**src/include/intra_settings.svh**
```systemverilog
`ifndef INTRA_SETTINGS_SVH
`define INTRA_SETTINGS_SVH

// sample geometry
`define INTRA_PIX_W      8
`define INTRA_BLK_N      16

// signed datapath widths
`define INTRA_RES_W      9
`define INTRA_COEF_W     16

// quantizer parameter range
`define INTRA_QP_W       5
`define INTRA_QP_MAX     29

// qbits for the first QP period, one more per period of 6
`define INTRA_QBITS_BASE 15

`endif
```
**src/source/intra_pkg.sv**
```systemverilog
`include "intra_settings.svh"

package intra_pkg;

    // ========================================================================
    // scalar types
    // ========================================================================

    typedef logic        [`INTRA_PIX_W-1:0]  pixel_t;
    typedef logic signed [`INTRA_RES_W-1:0]  residual_t;
    typedef logic signed [`INTRA_COEF_W-1:0] coef_t;
    typedef logic        [`INTRA_QP_W-1:0]   qp_t;

    typedef enum logic [1:0] {
        PRED_VERT = 2'd0,
        PRED_HORI = 2'd1,
        PRED_DC   = 2'd2
    } pred_mode_t;

    // ========================================================================
    // pipeline payloads
    // ========================================================================

    // one job, samples in raster order (row * 4 + column)
    typedef struct packed {
        qp_t                          qp;
        pixel_t [3:0]                 top;
        pixel_t [3:0]                 left;
        pixel_t [`INTRA_BLK_N-1:0]    pix;
    } block_in_t;

    typedef struct packed {
        qp_t                          qp;
        pred_mode_t                   mode;
        residual_t [`INTRA_BLK_N-1:0] res;
    } residual_blk_t;

    typedef struct packed {
        qp_t                          qp;
        pred_mode_t                   mode;
        coef_t [`INTRA_BLK_N-1:0]     coef;
    } coef_blk_t;

    // one quantized level per output beat
    typedef struct packed {
        pred_mode_t                   mode;
        logic [3:0]                   index;
        logic                         last;
        coef_t                        level;
    } coef_beat_t;

endpackage

```
**src/source/intra_encoder_top.sv**
```systemverilog
`timescale 1ns/1ps

module intra_encoder_top (
    input  logic                  clk,
    input  logic                  rst_n,
    input  logic                  in_valid,
    input  intra_pkg::block_in_t  in_data,
    input  logic                  out_ready,
    output logic                  in_ready,
    output logic                  out_valid,
    output intra_pkg::coef_beat_t out_data
);

    import intra_pkg::*;

    // stage_in to stage_res, through mode_decision
    logic          blk_valid;
    logic          blk_ready;
    block_in_t     blk_data;
    residual_blk_t res_comb;

    // stage_res to stage_coef, through core_transform
    logic          res_valid;
    logic          res_ready;
    residual_blk_t res_data;
    coef_blk_t     coef_comb;

    // stage_coef to quantizer
    logic          coef_valid;
    logic          coef_ready;
    coef_blk_t     coef_data;

    pipe_stage #(.payload_t(block_in_t)) stage_in (
        .clk     (clk),
        .rst_n   (rst_n),
        .s_valid (in_valid),
        .s_data  (in_data),
        .m_ready (blk_ready),
        .s_ready (in_ready),
        .m_valid (blk_valid),
        .m_data  (blk_data)
    );

    mode_decision u_mode_decision (
        .blk     (blk_data),
        .res_blk (res_comb)
    );

    pipe_stage #(.payload_t(residual_blk_t)) stage_res (
        .clk     (clk),
        .rst_n   (rst_n),
        .s_valid (blk_valid),
        .s_data  (res_comb),
        .m_ready (res_ready),
        .s_ready (blk_ready),
        .m_valid (res_valid),
        .m_data  (res_data)
    );

    core_transform u_core_transform (
        .res_blk  (res_data),
        .coef_blk (coef_comb)
    );

    pipe_stage #(.payload_t(coef_blk_t)) stage_coef (
        .clk     (clk),
        .rst_n   (rst_n),
        .s_valid (res_valid),
        .s_data  (coef_comb),
        .m_ready (coef_ready),
        .s_ready (res_ready),
        .m_valid (coef_valid),
        .m_data  (coef_data)
    );

    coef_quantizer u_coef_quantizer (
        .clk       (clk),
        .rst_n     (rst_n),
        .s_valid   (coef_valid),
        .s_data    (coef_data),
        .out_ready (out_ready),
        .s_ready   (coef_ready),
        .out_valid (out_valid),
        .out_data  (out_data)
    );

endmodule

```
**src/source/coef_quantizer.sv**
```systemverilog
`timescale 1ns/1ps
`include "intra_settings.svh"

module coef_quantizer (
    input  logic                  clk,
    input  logic                  rst_n,
    input  logic                  s_valid,
    input  intra_pkg::coef_blk_t  s_data,
    input  logic                  out_ready,
    output logic                  s_ready,
    output logic                  out_valid,
    output intra_pkg::coef_beat_t out_data
);

    import intra_pkg::*;

    coef_blk_t                blk_q;
    logic [3:0]               idx_q;
    logic                     busy_q;
    logic                     accept;
    logic                     beat_done;
    logic                     last_beat;
    coef_t                    coef_cur;
    logic                     coef_neg;
    logic [`INTRA_COEF_W-1:0] coef_mag;
    logic [2:0]               qp_div;
    logic [2:0]               qp_rem;
    logic [4:0]               qbits;
    logic [19:0]              f_round;
    logic [13:0]              mf_a;
    logic [13:0]              mf_b;
    logic [13:0]              mf_c;
    logic [13:0]              mf;
    logic [31:0]              product;
    logic [31:0]              mag_level;

    // ========================================================================
    // handshake and beat counter
    // ========================================================================

    assign last_beat = (idx_q == 4'hf);
    assign beat_done = busy_q && out_ready;
    // next block may enter on the edge the last beat leaves
    assign s_ready   = !busy_q || (out_ready && last_beat);
    assign accept    = s_valid && s_ready;
    assign out_valid = busy_q;

    always_ff @(posedge clk or negedge rst_n) begin
        if (!rst_n) begin
            busy_q <= 1'b0;
            idx_q  <= '0;
        end else if (accept) begin
            busy_q <= 1'b1;
            idx_q  <= '0;
        end else if (beat_done) begin
            idx_q <= idx_q + 4'd1;
            if (last_beat) begin
                busy_q <= 1'b0;
            end
        end
    end

    always_ff @(posedge clk) begin
        if (accept) begin
            blk_q <= s_data;
        end
    end

    // ========================================================================
    // per-QP tables
    // ========================================================================

    // qp already clamped upstream, so qp_div stays within 0..4
    assign qp_div = 3'(blk_q.qp / 6);
    assign qp_rem = 3'(blk_q.qp % 6);
    assign qbits  = 5'(`INTRA_QBITS_BASE) + {2'b00, qp_div};

    // rounding offset, 2^qbits / 3
    always_comb begin
        case (qp_div)
            3'd0:    f_round = 20'd10922;
            3'd1:    f_round = 20'd21845;
            3'd2:    f_round = 20'd43690;
            3'd3:    f_round = 20'd87381;
            default: f_round = 20'd174762;
        endcase
    end

    always_comb begin
        case (qp_rem)
            3'd0: begin
                mf_a = 14'd13107;
                mf_b = 14'd5243;
                mf_c = 14'd8066;
            end
            3'd1: begin
                mf_a = 14'd11916;
                mf_b = 14'd4660;
                mf_c = 14'd7490;
            end
            3'd2: begin
                mf_a = 14'd10082;
                mf_b = 14'd4194;
                mf_c = 14'd6554;
            end
            3'd3: begin
                mf_a = 14'd9362;
                mf_b = 14'd3647;
                mf_c = 14'd5825;
            end
            3'd4: begin
                mf_a = 14'd8192;
                mf_b = 14'd3355;
                mf_c = 14'd5243;
            end
            default: begin
                mf_a = 14'd7282;
                mf_b = 14'd2893;
                mf_c = 14'd4559;
            end
        endcase
    end

    // position class: even row and col, odd row and col, mixed
    always_comb begin
        case (idx_q)
            4'd0, 4'd2, 4'd8, 4'd10:  mf = mf_a;
            4'd5, 4'd7, 4'd13, 4'd15: mf = mf_b;
            default:                  mf = mf_c;
        endcase
    end

    // ========================================================================
    // shared multiplier and output beat
    // ========================================================================

    assign coef_cur  = blk_q.coef[idx_q];
    assign coef_neg  = coef_cur[`INTRA_COEF_W-1];
    assign coef_mag  = coef_neg ? -coef_cur : coef_cur;
    assign product   = coef_mag * mf;
    assign mag_level = (product + f_round) >> qbits;

    always_comb begin
        out_data.mode  = blk_q.mode;
        out_data.index = idx_q;
        out_data.last  = last_beat;
        if (coef_neg) begin
            out_data.level = -coef_t'(mag_level[`INTRA_COEF_W-1:0]);
        end else begin
            out_data.level = coef_t'(mag_level[`INTRA_COEF_W-1:0]);
        end
    end

endmodule

```
**src/source/core_transform.sv**
```systemverilog
`timescale 1ns/1ps
`include "intra_settings.svh"

module core_transform (
    input  intra_pkg::residual_blk_t res_blk,
    output intra_pkg::coef_blk_t     coef_blk
);

    import intra_pkg::*;

    typedef coef_t [3:0] quad_t;

    quad_t row_in  [4];
    quad_t row_out [4];
    quad_t col_in  [4];
    quad_t col_out [4];

    // one 1-D pass of Cf on four samples
    function automatic quad_t butterfly(input quad_t x);
        coef_t s0;
        coef_t s1;
        coef_t d0;
        coef_t d1;
        quad_t y;
        s0   = x[0] + x[3];
        s1   = x[1] + x[2];
        d0   = x[0] - x[3];
        d1   = x[1] - x[2];
        y[0] = s0 + s1;
        y[1] = (d0 <<< 1) + d1;
        y[2] = s0 - s1;
        y[3] = d0 - (d1 <<< 1);
        return y;
    endfunction

    // ========================================================================
    // row pass, X times Cf transposed
    // ========================================================================

    always_comb begin
        for (int r = 0; r < 4; r++) begin
            for (int c = 0; c < 4; c++) begin
                row_in[r][c] = coef_t'(res_blk.res[r * 4 + c]);
            end
            row_out[r] = butterfly(row_in[r]);
        end
    end

    // ========================================================================
    // column pass, Cf times the row result
    // ========================================================================

    always_comb begin
        for (int c = 0; c < 4; c++) begin
            for (int r = 0; r < 4; r++) begin
                col_in[c][r] = row_out[r][c];
            end
            col_out[c] = butterfly(col_in[c]);
        end
    end

    // back to raster order
    always_comb begin
        coef_blk.qp   = res_blk.qp;
        coef_blk.mode = res_blk.mode;
        for (int j = 0; j < 4; j++) begin
            for (int c = 0; c < 4; c++) begin
                coef_blk.coef[j * 4 + c] = col_out[c][j];
            end
        end
    end

endmodule

```
**src/source/mode_decision.sv**
```systemverilog
`timescale 1ns/1ps
`include "intra_settings.svh"

module mode_decision (
    input  intra_pkg::block_in_t     blk,
    output intra_pkg::residual_blk_t res_blk
);

    import intra_pkg::*;

    logic [`INTRA_PIX_W+2:0] nb_sum;
    pixel_t                  dc_pred;
    residual_t               res_vert [`INTRA_BLK_N];
    residual_t               res_hori [`INTRA_BLK_N];
    residual_t               res_dc   [`INTRA_BLK_N];
    logic [`INTRA_PIX_W+3:0] sad_vert;
    logic [`INTRA_PIX_W+3:0] sad_hori;
    logic [`INTRA_PIX_W+3:0] sad_dc;
    pred_mode_t              mode;

    function automatic logic [`INTRA_RES_W-1:0] abs_res(input residual_t r);
        return r[`INTRA_RES_W-1] ? -r : r;
    endfunction

    // ========================================================================
    // predictions and SADs
    // ========================================================================

    // dc over 4 top and 4 left neighbours
    always_comb begin
        nb_sum = '0;
        for (int k = 0; k < 4; k++) begin
            nb_sum = nb_sum + blk.top[k] + blk.left[k];
        end
        dc_pred = pixel_t'(nb_sum >> 3);
    end

    always_comb begin
        sad_vert = '0;
        sad_hori = '0;
        sad_dc   = '0;
        for (int i = 0; i < `INTRA_BLK_N; i++) begin
            // vertical copies top[col], horizontal copies left[row]
            res_vert[i] = residual_t'({1'b0, blk.pix[i]} - {1'b0, blk.top[i % 4]});
            res_hori[i] = residual_t'({1'b0, blk.pix[i]} - {1'b0, blk.left[i / 4]});
            res_dc[i]   = residual_t'({1'b0, blk.pix[i]} - {1'b0, dc_pred});
            sad_vert = sad_vert + abs_res(res_vert[i]);
            sad_hori = sad_hori + abs_res(res_hori[i]);
            sad_dc   = sad_dc + abs_res(res_dc[i]);
        end
    end

    // ========================================================================
    // mode choice
    // ========================================================================

    // ties fall towards horizontal first, then dc over vertical
    always_comb begin
        if (sad_vert >= sad_hori && sad_dc > sad_hori) begin
            mode = PRED_HORI;
        end else if (sad_hori > sad_vert && sad_dc > sad_vert) begin
            mode = PRED_VERT;
        end else begin
            mode = PRED_DC;
        end
    end

    always_comb begin
        if (blk.qp > qp_t'(`INTRA_QP_MAX)) begin
            res_blk.qp = qp_t'(`INTRA_QP_MAX);
        end else begin
            res_blk.qp = blk.qp;
        end
        res_blk.mode = mode;
        for (int i = 0; i < `INTRA_BLK_N; i++) begin
            case (mode)
                PRED_VERT: res_blk.res[i] = res_vert[i];
                PRED_HORI: res_blk.res[i] = res_hori[i];
                default:   res_blk.res[i] = res_dc[i];
            endcase
        end
    end

endmodule

```
**src/source/pipe_stage.sv**
```systemverilog
`timescale 1ns/1ps

module pipe_stage #(
    parameter type payload_t = logic
) (
    input  logic     clk,
    input  logic     rst_n,
    input  logic     s_valid,
    input  payload_t s_data,
    input  logic     m_ready,
    output logic     s_ready,
    output logic     m_valid,
    output payload_t m_data
);

    logic     valid_q;
    payload_t data_q;
    logic     accept;

    // empty, or the held item leaves this cycle
    assign s_ready = !valid_q || m_ready;
    assign accept  = s_valid && s_ready;

    assign m_valid = valid_q;
    assign m_data  = data_q;

    always_ff @(posedge clk or negedge rst_n) begin
        if (!rst_n) begin
            valid_q <= 1'b0;
        end else if (accept) begin
            valid_q <= 1'b1;
        end else if (m_ready) begin
            valid_q <= 1'b0;
        end
    end

    // payload only moves on an accepted transfer
    always_ff @(posedge clk) begin
        if (accept) begin
            data_q <= s_data;
        end
    end

endmodule

```
**config.mk**
```make
export PLATFORM = sky130hd
export DESIGN_NAME = intra_encoder_top
export DESIGN_NICKNAME = d
export VERILOG_FILES = /design/src/source/intra_pkg.sv /design/src/source/intra_encoder_top.sv /design/src/source/coef_quantizer.sv /design/src/source/core_transform.sv /design/src/source/mode_decision.sv /design/src/source/pipe_stage.sv
export VERILOG_INCLUDE_DIRS = /design/src /design/src/include
export SDC_FILE = /design/constraint.sdc
export NUM_CORES = 2
export LEC_CHECK = 0
export ABC_AREA = 0
export ABC_CLOCK_PERIOD_IN_PS = 21000
export BUFFER_PORTS_ARGS = -buffer_cell sky130_fd_sc_hd__buf_2
export CORE_MARGIN = 2
export CORE_UTILIZATION = 55
export DETAILED_ROUTE_END_ITERATION = 7
export HOLD_SLACK_MARGIN = 0.08
export PLACE_DENSITY = 0.67
export SYNTH_ARGS = -nofsm -noshare
export SYNTH_HDL_FRONTEND = slang
export SYNTH_SLANG_ARGS = --single-unit
```
**constraint.sdc**
```tcl
create_clock -name clk -period 21 [get_ports clk]
set_input_delay 1.05 -clock clk [delete_from_list [all_inputs] [get_ports clk]]
set_output_delay 1.05 -clock clk [all_outputs]
set_load 0.05 [all_outputs]
```
==> flow_metrics.env <==
export IMPL_cap_violations=0
export IMPL_cp_slowest_cell="xnor2_2"
export IMPL_start_util_pct=55.47
export IMPL_arrival_ns=18.15
export IMPL_synth_area_um2=104400
export IMPL_final_hold_viol_count=0
export IMPL_fmax_ghz=0.05648
export IMPL_met2WireLength_um=175000
export IMPL_clockRootBuffer="clkbuf_16"
export IMPL_hpwl_um=345800
export IMPL_synth_ff_latch_count=874
export IMPL_io_pins=226
export IMPL_wl_per_cell_um=29.22
export IMPL_drv_slew=0
export IMPL_crit_fanout=73
export IMPL_synth_nets=13260
export IMPL_drive_above_1_share_pct=6.055
export IMPL_die_w_um=439.7
export IMPL_core_area_um2=188200
export IMPL_cts_resized=0
export IMPL_vias=84000
export IMPL_cts_clk_slew_worst_paths_ns=0.06
export IMPL_finalSetupTns_ns=0
export IMPL_fin_worst_skew_ns=0.06466
export IMPL_max_stage_delay_ns=0.82
export IMPL_io_buffer_count=225
export IMPL_grt_max_degree=162
export IMPL_insertion_delay_ns=0.77
export IMPL_grt_pass1_wl_um=566700
export IMPL_cts_tree="yes"
export IMPL_top_layer_used="met5"
export IMPL_ys_flop_type="edfxtp_1"
export IMPL_placementRows=159
export IMPL_end_kind="flop"
export IMPL_period_minus_slack_ns=17.71
export IMPL_grt_antenna_before_repair=12
export IMPL_drt_pass1_iterations=6
export IMPL_final_nets=13470
export IMPL_routabilityCongestion=1.069
export IMPL_yosys_top_cells_area="edfxtp_1 (25%), ha_1 (17%), fa_1 (13%)"
export IMPL_dr_first_iter_drc_count=8857
export IMPL_holdBufCountCts=0
export IMPL_cts_buffers=93
export IMPL_wl_um=401200
export IMPL_rsz0062_at_grt="no"
export IMPL_yosysUniqueCellTypes=100
export IMPL_period_share_pct=84.31
export IMPL_max_slew_margin_pct=3.671
export IMPL_synth_top_cells_by_count="inv_1 (1590), ha_1 (1446), xnor2_1 (872), edfxtp_1 (866), nor2_1 (822)"
export IMPL_tightest_slew_ns=1.405
export IMPL_synth_edf_count=866
export IMPL_met1Wirelength_um=157700
export IMPL_ant_nets=0
export IMPL_yosysTopAreaCell="edfxtp_1"
export IMPL_setup_worst_path_class="reg2reg"
export IMPL_outcome="complete, no violations"
export IMPL_clock_sinks=874
export IMPL_route_detailed_drc=0
export IMPL_die_y_um=439.7
export IMPL_fill_cells=16000
export IMPL_worstHoldPathType="in2async"
export IMPL_crit_top_cell="fa_1"
export IMPL_syn_instance_count=10940
export IMPL_grtUsageTotal_pct=41.12
export IMPL_setup_viol=0
export IMPL_crit_required_ns=21.44
export IMPL_die_area_um2=193300
export IMPL_yosys_warnings=0
export IMPL_avgSynthCellArea_um2=9.546
export IMPL_h_tree_depth=3
export IMPL_grt_pass1_vias=82500
export IMPL_synth_top_area_share_pct=24.91
export IMPL_route_met3_wl_um=33990
export IMPL_cp_start_kind="flop"
export IMPL_via_per_inst=6.118
export IMPL_seq_area_frac_synth_pct=25.10
export IMPL_clock_path_buffers=3
export IMPL_overflow=0
export IMPL_synthToLayoutAreaGrowth_pct=7.345
export IMPL_yosysMostFrequentCell="inv_1"
export IMPL_cts_setup_buffers=0
export IMPL_ys_async_sr_fraction_pct=0.9153
==> per-stage QoR <==
stage	cells	instance area [um2]	utilization, %	setup WS [ns]	hold WS (ns)
CTS	13730	112000	59.53	3.567	0.1240
floorplan	10940	104400	-	5.605	0.4003
detailed placement	13550	108800	57.79	3.617	0.4045
finish	13730	112100	59.54	3.294	0.1575
global placement	13550	108800	57.79	3.655	0.4002
global route	13730	112000	59.53	2.853	0.1565
==> final timing paths <==
kind	start	end	slack [ns]	depth (start not counted)
worst max register to register	stage_in.m_data[128]$_DFFE_PP_	stage_res.m_data[92]$_DFFE_PP_	3.29	59
max in group asynchronous	rst_n	u_coef_quantizer.idx_q[0]$_DFFE_PN0P_	20.64	1
worst min register to register	stage_coef.m_data[112]$_DFFE_PP_	u_coef_quantizer.blk_q[112]$_DFFE_PP_	0.39	0
worst min-delay path	rst_n	u_coef_quantizer.idx_q[3]$_DFFE_PN0P_	0.16	1
worst max-delay path	stage_in.m_data[128]$_DFFE_PP_	stage_res.m_data[92]$_DFFE_PP_	3.29	59
min in group clk	stage_coef.m_data[112]$_DFFE_PP_	u_coef_quantizer.blk_q[112]$_DFFE_PP_	0.39	0
==> state kept, by name, indices dropped and copies added (netlist names) <==
name	cells
stage_coef.m_data	259
u_coef_quantizer.blk_q	257
stage_in.m_data	197
stage_res.m_data	151
u_coef_quantizer.idx_q	4
u_coef_quantizer.out_data	2
stage_coef.m_valid	1
stage_in.m_valid	1
stage_res.m_valid	1
u_coef_quantizer.out_valid	1
==> layout by cell type (no fill, tap or decap), drive strengths merged, types with 24 or more instances in the layout <==
| master | count |
|---|---|
| a21boi | 64 |
| a21o | 329 |
| a21oi | 811 |
| a221o | 26 |
| a31oi | 92 |
| and3 | 59 |
| buf | 327 |
| clkbuf | 105 |
| clkinv | 37 |
| edfxtp | 866 |
| fa | 673 |
| ha | 1446 |
| inv | 1597 |
| maj3 | 26 |
| mux2i | 24 |
| mux4 | 77 |
| nand2 | 633 |
| nand2b | 94 |
| nand3 | 88 |
| nand4 | 43 |
| nor2 | 822 |
| nor2b | 137 |
| nor3 | 86 |
| nor4 | 38 |
| o211ai | 60 |
| o21a | 33 |
| o21ai | 491 |
| o21bai | 348 |
| o31ai | 74 |
| or2 | 37 |
| or4 | 41 |
| xnor2 | 872 |
| xor2 | 427 |
==> cell type report <==
class                           count  area, um2  share of cell area [%]
Antenna cell                        6      15.01                 0.01340
Timing Repair Buffer              327       1917                   1.711
Multi-Input combinational cell   8266      71540                   63.84
Clock inverter                     66      903.4                  0.8062
Tap cell                         2495       3122                   2.786
Clock buffer                      105       2372                   2.117
Sequential cell                   874      26210                   23.39
Inverter                         1592       5976                   5.333
==> logic make-up (layout without fill, tap and decap cells) <==
family,count (synthesis),count (layout),share of synthesized area [%]
compound gates,2509,2509,15.17
simple gates,2201,2201,9.765
fa+ha+maj,2145,2145,30.49
buf+inv,1795,2090,6.509
xor+xnor,1303,1303,10.99
flops,874,874,25.10
mux,108,108,1.974
other cells,0,6,0
==> critical path, delay by kind of cell (launching register included) <==
family | cells | cell delay (ns)
flops | 1 | 0.59
fa+ha+maj | 19 | 8.58
simple gates | 9 | 1.26
xor+xnor | 4 | 1.39
compound gates | 19 | 4.25
buf+inv | 8 | 1.14
==> layer usage <==
layer / track usage [%] / vias to the layer above
li1: - / 37790
met4: 28.90 / 2
met3: 6.693 / 862
met5: 0 / -
met1: 52.60 / 41110
met2: 63.65 / 4235
Power is not shown: default switching activity piles up to over one toggle a cycle in this logic, so the estimate is an artifact.
